$ cat src/mult_pkg.sv
`default_nettype none

package mult_pkg;

    // ------------------------------------------------------------
    // Widths
    // ------------------------------------------------------------

    localparam int xlen       = 32;
    localparam int half_width = 16;
    localparam int num_pp     = 4;

    // ------------------------------------------------------------
    // Vector types
    // ------------------------------------------------------------

    // Operands and result
    typedef logic [xlen-1:0]        word_t;

    // One operand slice
    typedef logic [half_width-1:0]  half_t;

    // One 16x16 product
    typedef logic [xlen-1:0]        pp_t;

    // All partial products, pp0 in the low bits
    typedef logic [num_pp*xlen-1:0] pp_bus_t;

    // Unsigned full product
    typedef logic [2*xlen-1:0]      product_t;

    // RV32M multiply commands
    typedef enum logic [1:0] {
        mul_lo  = 2'd0,
        mul_h   = 2'd1,
        mul_hsu = 2'd2,
        mul_hu  = 2'd3
    } mult_cmd_e;

endpackage

`default_nettype wire

$ cat src/mult_stage_if.sv
`timescale 1ns/1ps
`default_nettype none

interface mult_stage_if #(
    parameter int width = 64
);

    logic [width-1:0] data;
    logic             high_word;
    logic             negate;
    logic             empty;
    logic             pop;

    // Stage holding the item
    modport producer (
        output data,
        output high_word,
        output negate,
        output empty,
        input  pop
    );

    // Stage taking the item
    modport consumer (
        input  data,
        input  high_word,
        input  negate,
        input  empty,
        output pop
    );

endinterface

`default_nettype wire

$ cat src/mult_partial_products.sv
`timescale 1ns/1ps
`default_nettype none

module mult_partial_products (
    input  logic                clk,
    input  logic                rst_n,
    input  mult_pkg::word_t     op1,
    input  mult_pkg::word_t     op2,
    input  mult_pkg::mult_cmd_e cmd,
    input  logic                in_empty,
    output logic                in_pop,
    mult_stage_if.producer      x0x1
);

    import mult_pkg::*;

    logic    op1_signed;
    logic    op2_signed;
    logic    op1_neg;
    logic    op2_neg;
    word_t   mag1;
    word_t   mag2;
    half_t   a_lo;
    half_t   a_hi;
    half_t   b_lo;
    half_t   b_hi;
    pp_t     pp0;
    pp_t     pp1;
    pp_t     pp2;
    pp_t     pp3;
    pp_bus_t pp_bus;
    logic    take;

    logic    empty_q;
    pp_bus_t data_q;
    logic    high_word_q;
    logic    negate_q;

    // ------------------------------------------------------------
    // Operand conditioning
    // ------------------------------------------------------------

    // MUL low word is the same either way, so treat it unsigned
    assign op1_signed = (cmd == mul_h) || (cmd == mul_hsu);
    assign op2_signed = (cmd == mul_h);

    assign op1_neg = op1_signed && op1[xlen-1];
    assign op2_neg = op2_signed && op2[xlen-1];

    assign mag1 = op1_neg ? -op1 : op1;
    assign mag2 = op2_neg ? -op2 : op2;

    assign a_lo = mag1[half_width-1:0];
    assign a_hi = mag1[xlen-1:half_width];
    assign b_lo = mag2[half_width-1:0];
    assign b_hi = mag2[xlen-1:half_width];

    // Weights 0, 16, 16, 32
    assign pp0 = pp_t'(a_lo) * pp_t'(b_lo);
    assign pp1 = pp_t'(a_lo) * pp_t'(b_hi);
    assign pp2 = pp_t'(a_hi) * pp_t'(b_lo);
    assign pp3 = pp_t'(a_hi) * pp_t'(b_hi);

    assign pp_bus = {pp3, pp2, pp1, pp0};

    // ------------------------------------------------------------
    // Stage register
    // ------------------------------------------------------------

    assign take   = !in_empty && (empty_q || x0x1.pop);
    assign in_pop = take;

    always_ff @(posedge clk or negedge rst_n) begin
        if (!rst_n) begin
            empty_q <= 1'b1;
        end else if (take) begin
            empty_q <= 1'b0;
        end else if (x0x1.pop) begin
            empty_q <= 1'b1;
        end
    end

    always_ff @(posedge clk) begin
        if (take) begin
            data_q      <= pp_bus;
            high_word_q <= (cmd != mul_lo);
            negate_q    <= op1_neg ^ op2_neg;
        end
    end

    assign x0x1.data      = data_q;
    assign x0x1.high_word = high_word_q;
    assign x0x1.negate    = negate_q;
    assign x0x1.empty     = empty_q;

endmodule

`default_nettype wire

$ cat src/mult_accumulate.sv
`timescale 1ns/1ps
`default_nettype none

module mult_accumulate (
    input  logic           clk,
    input  logic           rst_n,
    mult_stage_if.consumer x0x1,
    mult_stage_if.producer x1x2
);

    import mult_pkg::*;

    product_t sum;
    logic     take;

    logic     empty_q;
    product_t data_q;
    logic     high_word_q;
    logic     negate_q;

    // Slice i pairs a half (i >> 1) with b half (i & 1)
    always_comb begin
        pp_t pp_slice;
        sum = '0;
        for (int i = 0; i < num_pp; i++) begin
            pp_slice = x0x1.data[i*xlen +: xlen];
            sum      = sum + (product_t'(pp_slice) << (((i & 1) + (i >> 1)) * half_width));
        end
    end

    // ------------------------------------------------------------
    // Stage register
    // ------------------------------------------------------------

    assign take      = !x0x1.empty && (empty_q || x1x2.pop);
    assign x0x1.pop  = take;

    always_ff @(posedge clk or negedge rst_n) begin
        if (!rst_n) begin
            empty_q <= 1'b1;
        end else if (take) begin
            empty_q <= 1'b0;
        end else if (x1x2.pop) begin
            empty_q <= 1'b1;
        end
    end

    always_ff @(posedge clk) begin
        if (take) begin
            data_q      <= sum;
            high_word_q <= x0x1.high_word;
            negate_q    <= x0x1.negate;
        end
    end

    assign x1x2.data      = data_q;
    assign x1x2.high_word = high_word_q;
    assign x1x2.negate    = negate_q;
    assign x1x2.empty     = empty_q;

endmodule

`default_nettype wire

$ cat src/mult_result_select.sv
`timescale 1ns/1ps
`default_nettype none

module mult_result_select (
    input  logic            clk,
    input  logic            rst_n,
    mult_stage_if.consumer  x1x2,
    input  logic            out_pop,
    output logic            out_empty,
    output mult_pkg::word_t result
);

    import mult_pkg::*;

    product_t prod_signed;
    word_t    word_sel;
    logic     take;

    logic     empty_q;
    word_t    result_q;

    // ------------------------------------------------------------
    // Sign and word select
    // ------------------------------------------------------------

    // Two's complement restores the sign of the magnitude product
    assign prod_signed = x1x2.negate ? -x1x2.data : x1x2.data;

    assign word_sel = x1x2.high_word ? prod_signed[2*xlen-1:xlen]
                                     : prod_signed[xlen-1:0];

    // ------------------------------------------------------------
    // Output register
    // ------------------------------------------------------------

    assign take     = !x1x2.empty && (empty_q || out_pop);
    assign x1x2.pop = take;

    always_ff @(posedge clk or negedge rst_n) begin
        if (!rst_n) begin
            empty_q <= 1'b1;
        end else if (take) begin
            empty_q <= 1'b0;
        end else if (out_pop) begin
            empty_q <= 1'b1;
        end
    end

    // Held until the consumer pops
    always_ff @(posedge clk) begin
        if (take) begin
            result_q <= word_sel;
        end
    end

    assign out_empty = empty_q;
    assign result    = result_q;

endmodule

`default_nettype wire

$ cat src/mult_pipeline.sv
`timescale 1ns/1ps
`default_nettype none

module mult_pipeline (
    input  logic                clk,
    input  logic                rst_n,

    // Operation queue
    input  mult_pkg::word_t     op1,
    input  mult_pkg::word_t     op2,
    input  mult_pkg::mult_cmd_e cmd,
    input  logic                in_empty,
    output logic                in_pop,

    // Result queue
    input  logic                out_pop,
    output logic                out_empty,
    output mult_pkg::word_t     result
);

    import mult_pkg::*;

    // ------------------------------------------------------------
    // Stage links
    // ------------------------------------------------------------

    mult_stage_if #(
        .width ($bits(pp_bus_t))
    ) x0x1 ();

    mult_stage_if #(
        .width ($bits(product_t))
    ) x1x2 ();

    // ------------------------------------------------------------
    // Stages
    // ------------------------------------------------------------

    // x0
    mult_partial_products x0_stage (
        .clk      (clk),
        .rst_n    (rst_n),
        .op1      (op1),
        .op2      (op2),
        .cmd      (cmd),
        .in_empty (in_empty),
        .in_pop   (in_pop),
        .x0x1     (x0x1.producer)
    );

    // x1
    mult_accumulate x1_stage (
        .clk   (clk),
        .rst_n (rst_n),
        .x0x1  (x0x1.consumer),
        .x1x2  (x1x2.producer)
    );

    // x2
    mult_result_select x2_stage (
        .clk       (clk),
        .rst_n     (rst_n),
        .x1x2      (x1x2.consumer),
        .out_pop   (out_pop),
        .out_empty (out_empty),
        .result    (result)
    );

endmodule

`default_nettype wire

$ cat config.mk
export PLATFORM = sky130hd
export DESIGN_NAME = mult_pipeline
export DESIGN_NICKNAME = d
export VERILOG_FILES = /design/src/mult_pkg.sv /design/src/mult_stage_if.sv /design/src/mult_partial_products.sv /design/src/mult_accumulate.sv /design/src/mult_result_select.sv /design/src/mult_pipeline.sv
export SDC_FILE = /design/constraint.sdc
export NUM_CORES = 2
export LEC_CHECK = 0
export ABC_AREA = 1
export ABC_CLOCK_PERIOD_IN_PS = 5300
export BUFFER_PORTS_ARGS = -buffer_cell sky130_fd_sc_hd__buf_2
export CAP_MARGIN = 5
export CORE_ASPECT_RATIO = 1.4
export CORE_UTILIZATION = 46
export DETAILED_ROUTE_END_ITERATION = 10
export PLACE_DENSITY = 0.62
export SKIP_CTS_REPAIR_TIMING = 1
export SLEW_MARGIN = 20
export SYNTH_ARGS = -nofsm -noshare
export SYNTH_HDL_FRONTEND = slang
export SYNTH_SLANG_ARGS = --single-unit
$ cat constraint.sdc
create_clock -name clk -period 5.3 [get_ports clk]
set_input_delay 0.265 -clock clk [delete_from_list [all_inputs] [get_ports clk]]
set_output_delay 0.265 -clock clk [all_outputs]
set_load 0.02 [all_outputs]
# Word level (Yosys, flattened, before mapping)
# Index checks and enable logic that the tools add are counted.
[word_totals] elab_cells=49 ff_bits=231 input_bits=70 out_inout_bits=34
[op_classes] n_reduce_logical=16 n_mul=4 n_eq_ne=2 muxes=10 bitwise_logic=1 n_addsub=6
[ops] operator="16-bit by 16-bit multiplier with 32-bit output" n=4
[ops] operator="32-bit 2-to-1 mux" n=3
[ops] operator="64-bit by 48-bit adder with 64-bit output" n=1
[ops] operator="64-bit adder" n=1
[ops] operator="64-bit 2-to-1 mux" n=1
[ops] operator="32-bit negation" n=2
[ops] operator="64-bit negation" n=1
[ops] operator="32-bit by 48-bit adder with 49-bit output" n=1
[ops] operator="2-bit nonzero test" n=4
[ops] operator="1-bit 2-to-1 mux" n=6
[ops] operator="1-bit logical AND" n=5
[ops] operator="1-bit logical OR" n=4
[ops] operator="1-bit logical NOT" n=3
[ops] operator="2-bit by 1-bit equality test with 1-bit output, second input constant" n=1
[ops] operator="2-bit equality test, second input constant" n=1
[ops] operator="1-bit XOR" n=1

# Longest topological paths before layout
[depth] word_depth=7 ltp_mapped=38 depth_no_buf=35

# Modules after synthesis
# Synthesis repeated with hierarchy kept, for this count alone.
[hier_totals] hier_cells=6910 hier_area_um2=52090.0
[modules_own_cells] module="mult_partial_products" instances=1 cells_each=5466 area_each_um2=42326.8 seq_area_each_um2=3930.0
[modules_own_cells] module="mult_accumulate" instances=1 cells_each=825 area_each_um2=6098.3 seq_area_each_um2=2008.2
[modules_own_cells] module="mult_result_select" instances=1 cells_each=619 area_each_um2=3664.8 seq_area_each_um2=987.2

# Least setup slack after synthesis
# OpenSTA, ideal clock, no wires.
[synth_path] path_kind="input to register" startpoint="in op2[0]" endpoint="reg x0_stage.data_q[60], in the netlist x0_stage.x0x1.data[60], data pin" cell_stages=34 setup_time_ns=0.252 slack_ns=-1.267 t_required_ns=5.048 n_path_buf=3 arrival_ns=6.315 cell_sequence="buf_6 clkinv_4 clkbuf_1 ha_1 nand2_1 nor2_2 nand3_2 nor2_4 nand4_1 nand2_1 nand2_1 nand2_2 buf_4 nor2_1 fa_1 inv_1 fa_1 fa_1 inv_1 fa_1 fa_1 inv_1 fa_1 inv_1 ha_1 a21o_1 nand2_1 nand2_1 a21oi_1 nor2_1 nor2_1 nand2_1 nand2_1 nand2_1"
[synth_via] elab_chain_cells=3
[synth_lines] item="start, declared" line_no="mult_pipeline.sv:10" source="input mult_pkg::word_t op2,"
[synth_lines] item="32-bit negation" line_no="mult_partial_products.sv:51" source="assign mag2 = op2_neg ? -op2 : op2;"
[synth_lines] item="32-bit 2-to-1 mux" line_no="mult_partial_products.sv:51"
[synth_lines] item="16-bit by 16-bit multiplier with 32-bit output" line_no="mult_partial_products.sv:60" source="assign pp1 = pp_t'(a_lo) * pp_t'(b_hi);"
[synth_lines] item="named net x0_stage.pp1[28]" line_no="mult_partial_products.sv:28" source="pp_t pp1;"
[synth_lines] item="end signal, assigned" line_no="mult_partial_products.sv:85" source="data_q <= pp_bus;"
[synth_lines] item="end, declared" line_no="mult_partial_products.sv:35" source="pp_bus_t data_q;"
# The timed path passes the listed nets, and every way through them passes these cells.
# A chain may end at the register's enable or synchronous reset.

# Worst setup path after layout
[layout_path] startpoint="in op1[9]" endpoint="reg x0_stage.data_q[120], in the netlist x0_stage.x0x1.data[120], data pin"
[layout_via] elab_chain_cells=3
[layout_lines] item="start, declared" line_no="mult_pipeline.sv:9" source="input mult_pkg::word_t op1,"
[layout_lines] item="32-bit negation" line_no="mult_partial_products.sv:50" source="assign mag1 = op1_neg ? -op1 : op1;"
[layout_lines] item="32-bit 2-to-1 mux" line_no="mult_partial_products.sv:50"
[layout_lines] item="16-bit by 16-bit multiplier with 32-bit output" line_no="mult_partial_products.sv:62" source="assign pp3 = pp_t'(a_hi) * pp_t'(b_hi);"
[layout_lines] item="named net x0_stage.pp3[24]" line_no="mult_partial_products.sv:30" source="pp_t pp3;"
# The timed path passes the listed nets, and every way through them passes these cells.

==> flow_metrics.env <==
export IMPL_nNetsFinal=9209
export IMPL_worst_slew_pin_transition_ns=0.9333
export IMPL_htreeDepth=1
export IMPL_finalNonFillerCells=9350
export IMPL_yosys_top_cells_area="fa_1 (31%), edfxtp_1 (13%), nand2_1 (13%)"
export IMPL_synth_edff_count=228
export IMPL_syn_inst=6868
export IMPL_antenna_found_initial=3
export IMPL_ys_seq_area_frac=0.1336
export IMPL_end_kind="register"
export IMPL_r2r_start="x0_stage.x0x1.data[27]"
export IMPL_final_seq_area_sq_mm=0.006925
export IMPL_synth_top_cell_area_share=0.3066
export IMPL_min_period_over_period=1.141
export IMPL_critPathLaunchType="input port"
export IMPL_min_path_type="in2async"
export IMPL_drive_gt1_frac=0.2651
export IMPL_synth_cell_types=55
export IMPL_avgSynthCellArea_sq_um=7.548
export IMPL_crit_required_ns=5.62
export IMPL_clk_pin_slew_ns=0.07
export IMPL_yosysWarnings=0
export IMPL_clock_path_buffers=3
export IMPL_ys_ff_latch=231
export IMPL_r2r_setup_slack_ns=0.51
export IMPL_dp_hpwl_um=169700
export IMPL_multiInputGateArea_sq_mm=0.04228
export IMPL_startpoint="op1[9]"
export IMPL_dieArea_sq_mm=0.1141
export IMPL_port_buffers=103
export IMPL_numCtsBuffers=25
export IMPL_synth_most_common_cell="nand2_1"
export IMPL_overflow=0
export IMPL_largest_reg_flops=128
export IMPL_detail_route_antenna_nets=0
export IMPL_hold_viol=0
export IMPL_r2r_cells=20
export IMPL_core_area_sq_mm=0.1116
export IMPL_routedWlPerCell_um=21.41
export IMPL_skew_ns=0.02146
export IMPL_grt_pass1_vias=49870
export IMPL_synth_commonest_cells="nand2_1 (1778), inv_1 (1446), nor2_1 (833), fa_1 (794), ha_1 (487)"
export IMPL_r2r_end="x1_stage.x1x2.data[61]"
export IMPL_relSlewSlack=0.3778
export IMPL_die_w_um=285.7
export IMPL_via_count=48790
export IMPL_crit_end="x0_stage.x0x1.data[120]"
export IMPL_pin_count=104
export IMPL_critPathArrivalTime_ns=6.37
export IMPL_area_delta_synth_final_pct=30.96
export IMPL_grt_max_degree=82
export IMPL_clock_sinks=231
export IMPL_drv_cap=0
export IMPL_violations="negative setup slack"
export IMPL_drt_wl_total_um=200200
export IMPL_drc=0
export IMPL_async_reset_ff_frac=0.01299
export IMPL_clock_latency_ns=0.58
export IMPL_synth_top_area_cell="fa_1"
export IMPL_first_pass_iters=6
export IMPL_n_fill_cell=10160
export IMPL_viasPerCell=5.218
export IMPL_syn_nets=8219
export IMPL_fmax_mhz=165.3
export IMPL_cts_tree="built"
export IMPL_setup_slack_ns=-0.7487
export IMPL_gr_usage_all_layers=0.3439
export IMPL_worstPathMaxFanout=4
export IMPL_gp_congestion=0.9984
export IMPL_status="finished, violations left"
export IMPL_synth_top_flop_cell="edfxtp_1"
export IMPL_rows=145
export IMPL_critPathKind="in2reg"
export IMPL_slew_viol_final=0
export IMPL_cts_root_buf="clkbuf_16"
export IMPL_synth_area_sq_mm=0.05184
export IMPL_rsz0062_at_grt="true"
export IMPL_die_y_um=399.2
export IMPL_drtIter0Drc=3009
export IMPL_dp_cells=9174
export IMPL_setup_viol=91
export IMPL_start_util=0.4646
export IMPL_grt_pass1_wl_um=292000
export IMPL_finalCriticalPeriod_ns=6.049
==> cells by family after synthesis <==
logic type	synth area share
buf+inv	0.1263
simple gates	0.2471
xor+xnor	0.02657
compound gates	0.04224
fa+ha+maj	0.4242
flops	0.1336
==> per-stage QoR <==
step | hold slack [ns] | cell area (sq um) | TNS, ns | utilization | worst slack, ns
after CTS | -0.3624 | 63780 | -66.87 | 0.5716 | -1.196
after detailed placement | 0.2468 | 62900 | -127.32 | 0.5638 | -1.802
after floorplan | 0.1172 | 53700 | -51.52 | - | -0.7922
final | 0.2034 | 67890 | -42.87 | 0.6084 | -0.7487
after global routing | 0.2021 | 67890 | -62.67 | 0.6084 | -1.009
after global placement | 0.2317 | 62900 | -122.63 | 0.5638 | -1.792
==> worst min path at each step <==
stage	startpoint	cells after the start	endpoint
final	rst_n	2	x0_stage.x0x1.empty
after detailed placement	rst_n	1	x0_stage.x0x1.empty
after CTS	rst_n	1	x0_stage.x0x1.empty
after floorplan	rst_n	0	x0_stage.x0x1.empty
after global routing	rst_n	2	x0_stage.x0x1.empty
after global placement	rst_n	1	x2_stage.out_empty
==> critical path, cell delays in order <==
cell     delay [ns]
buf_2          0.13
nor2_4         0.17
nand2_2        0.08
nor2_2         0.12
nand2_2        0.07
buf_4          0.16
o21ai_4        0.17
nand2_2        0.09
xor2_2         0.20
buf_6          0.14
buf_12         0.14
nor2_2         0.11
fa_1           0.46
fa_1           0.55
fa_1           0.60
fa_1           0.45
fa_2           0.63
inv_2          0.05
fa_1           0.51
inv_2          0.04
ha_4           0.31
nand2_2        0.11
nor2_4         0.14
inv_2          0.07
nor3_4         0.25
nand3_2        0.15
nand3_4        0.12
xor2_2         0.08
==> layout make-up <==
class,instances,area share
clock inverter,21,0.003649
timing repair buffer,1138,0.1510
sequential,231,0.1020
antenna,3,0.0001106
clock buffer,25,0.009215
multi-input combinational,4979,0.6228
tap,1470,0.02709
inverter,1483,0.08408
==> cell usage in the layout, fill, tap and decap left out, types with 19 or more instances in the layout <==
cell type,count
nand2_1,1584
inv_1,1328
buf_4,841
fa_1,723
nor2_1,712
ha_1,408
nand3_1,233
edfxtp_1,228
nand2_2,143
inv_2,123
a21oi_1,120
buf_12,111
o21ai_0,101
xor2_1,100
nor2_2,98
buf_2,94
nand2_4,73
nand4_1,71
fa_2,71
nor2_4,65
ha_4,64
buf_6,64
a21oi_2,43
clkbuf_16,37
o21ai_1,36
nor3_1,34
a21oi_4,31
nand3_2,25
nand3b_1,25
xnor2_1,25
o21ai_2,23
xor2_2,19
==> per-layer routing <==
layer / GRT usage / part of all wire / vias to the layer above
met1: 0.3918 / 0.36 / 23610
met5: 0 / 0.000075 / -
met3: 0.03689 / 0.059 / 623
met4: 0.2553 / 0.095 / 2
li1: - / - / 22740
met2: 0.5965 / 0.49 / 1822
Power is left out: the tool's default activity adds up to more than one toggle a clock period on the data nets, which glitch-free logic cannot reach.
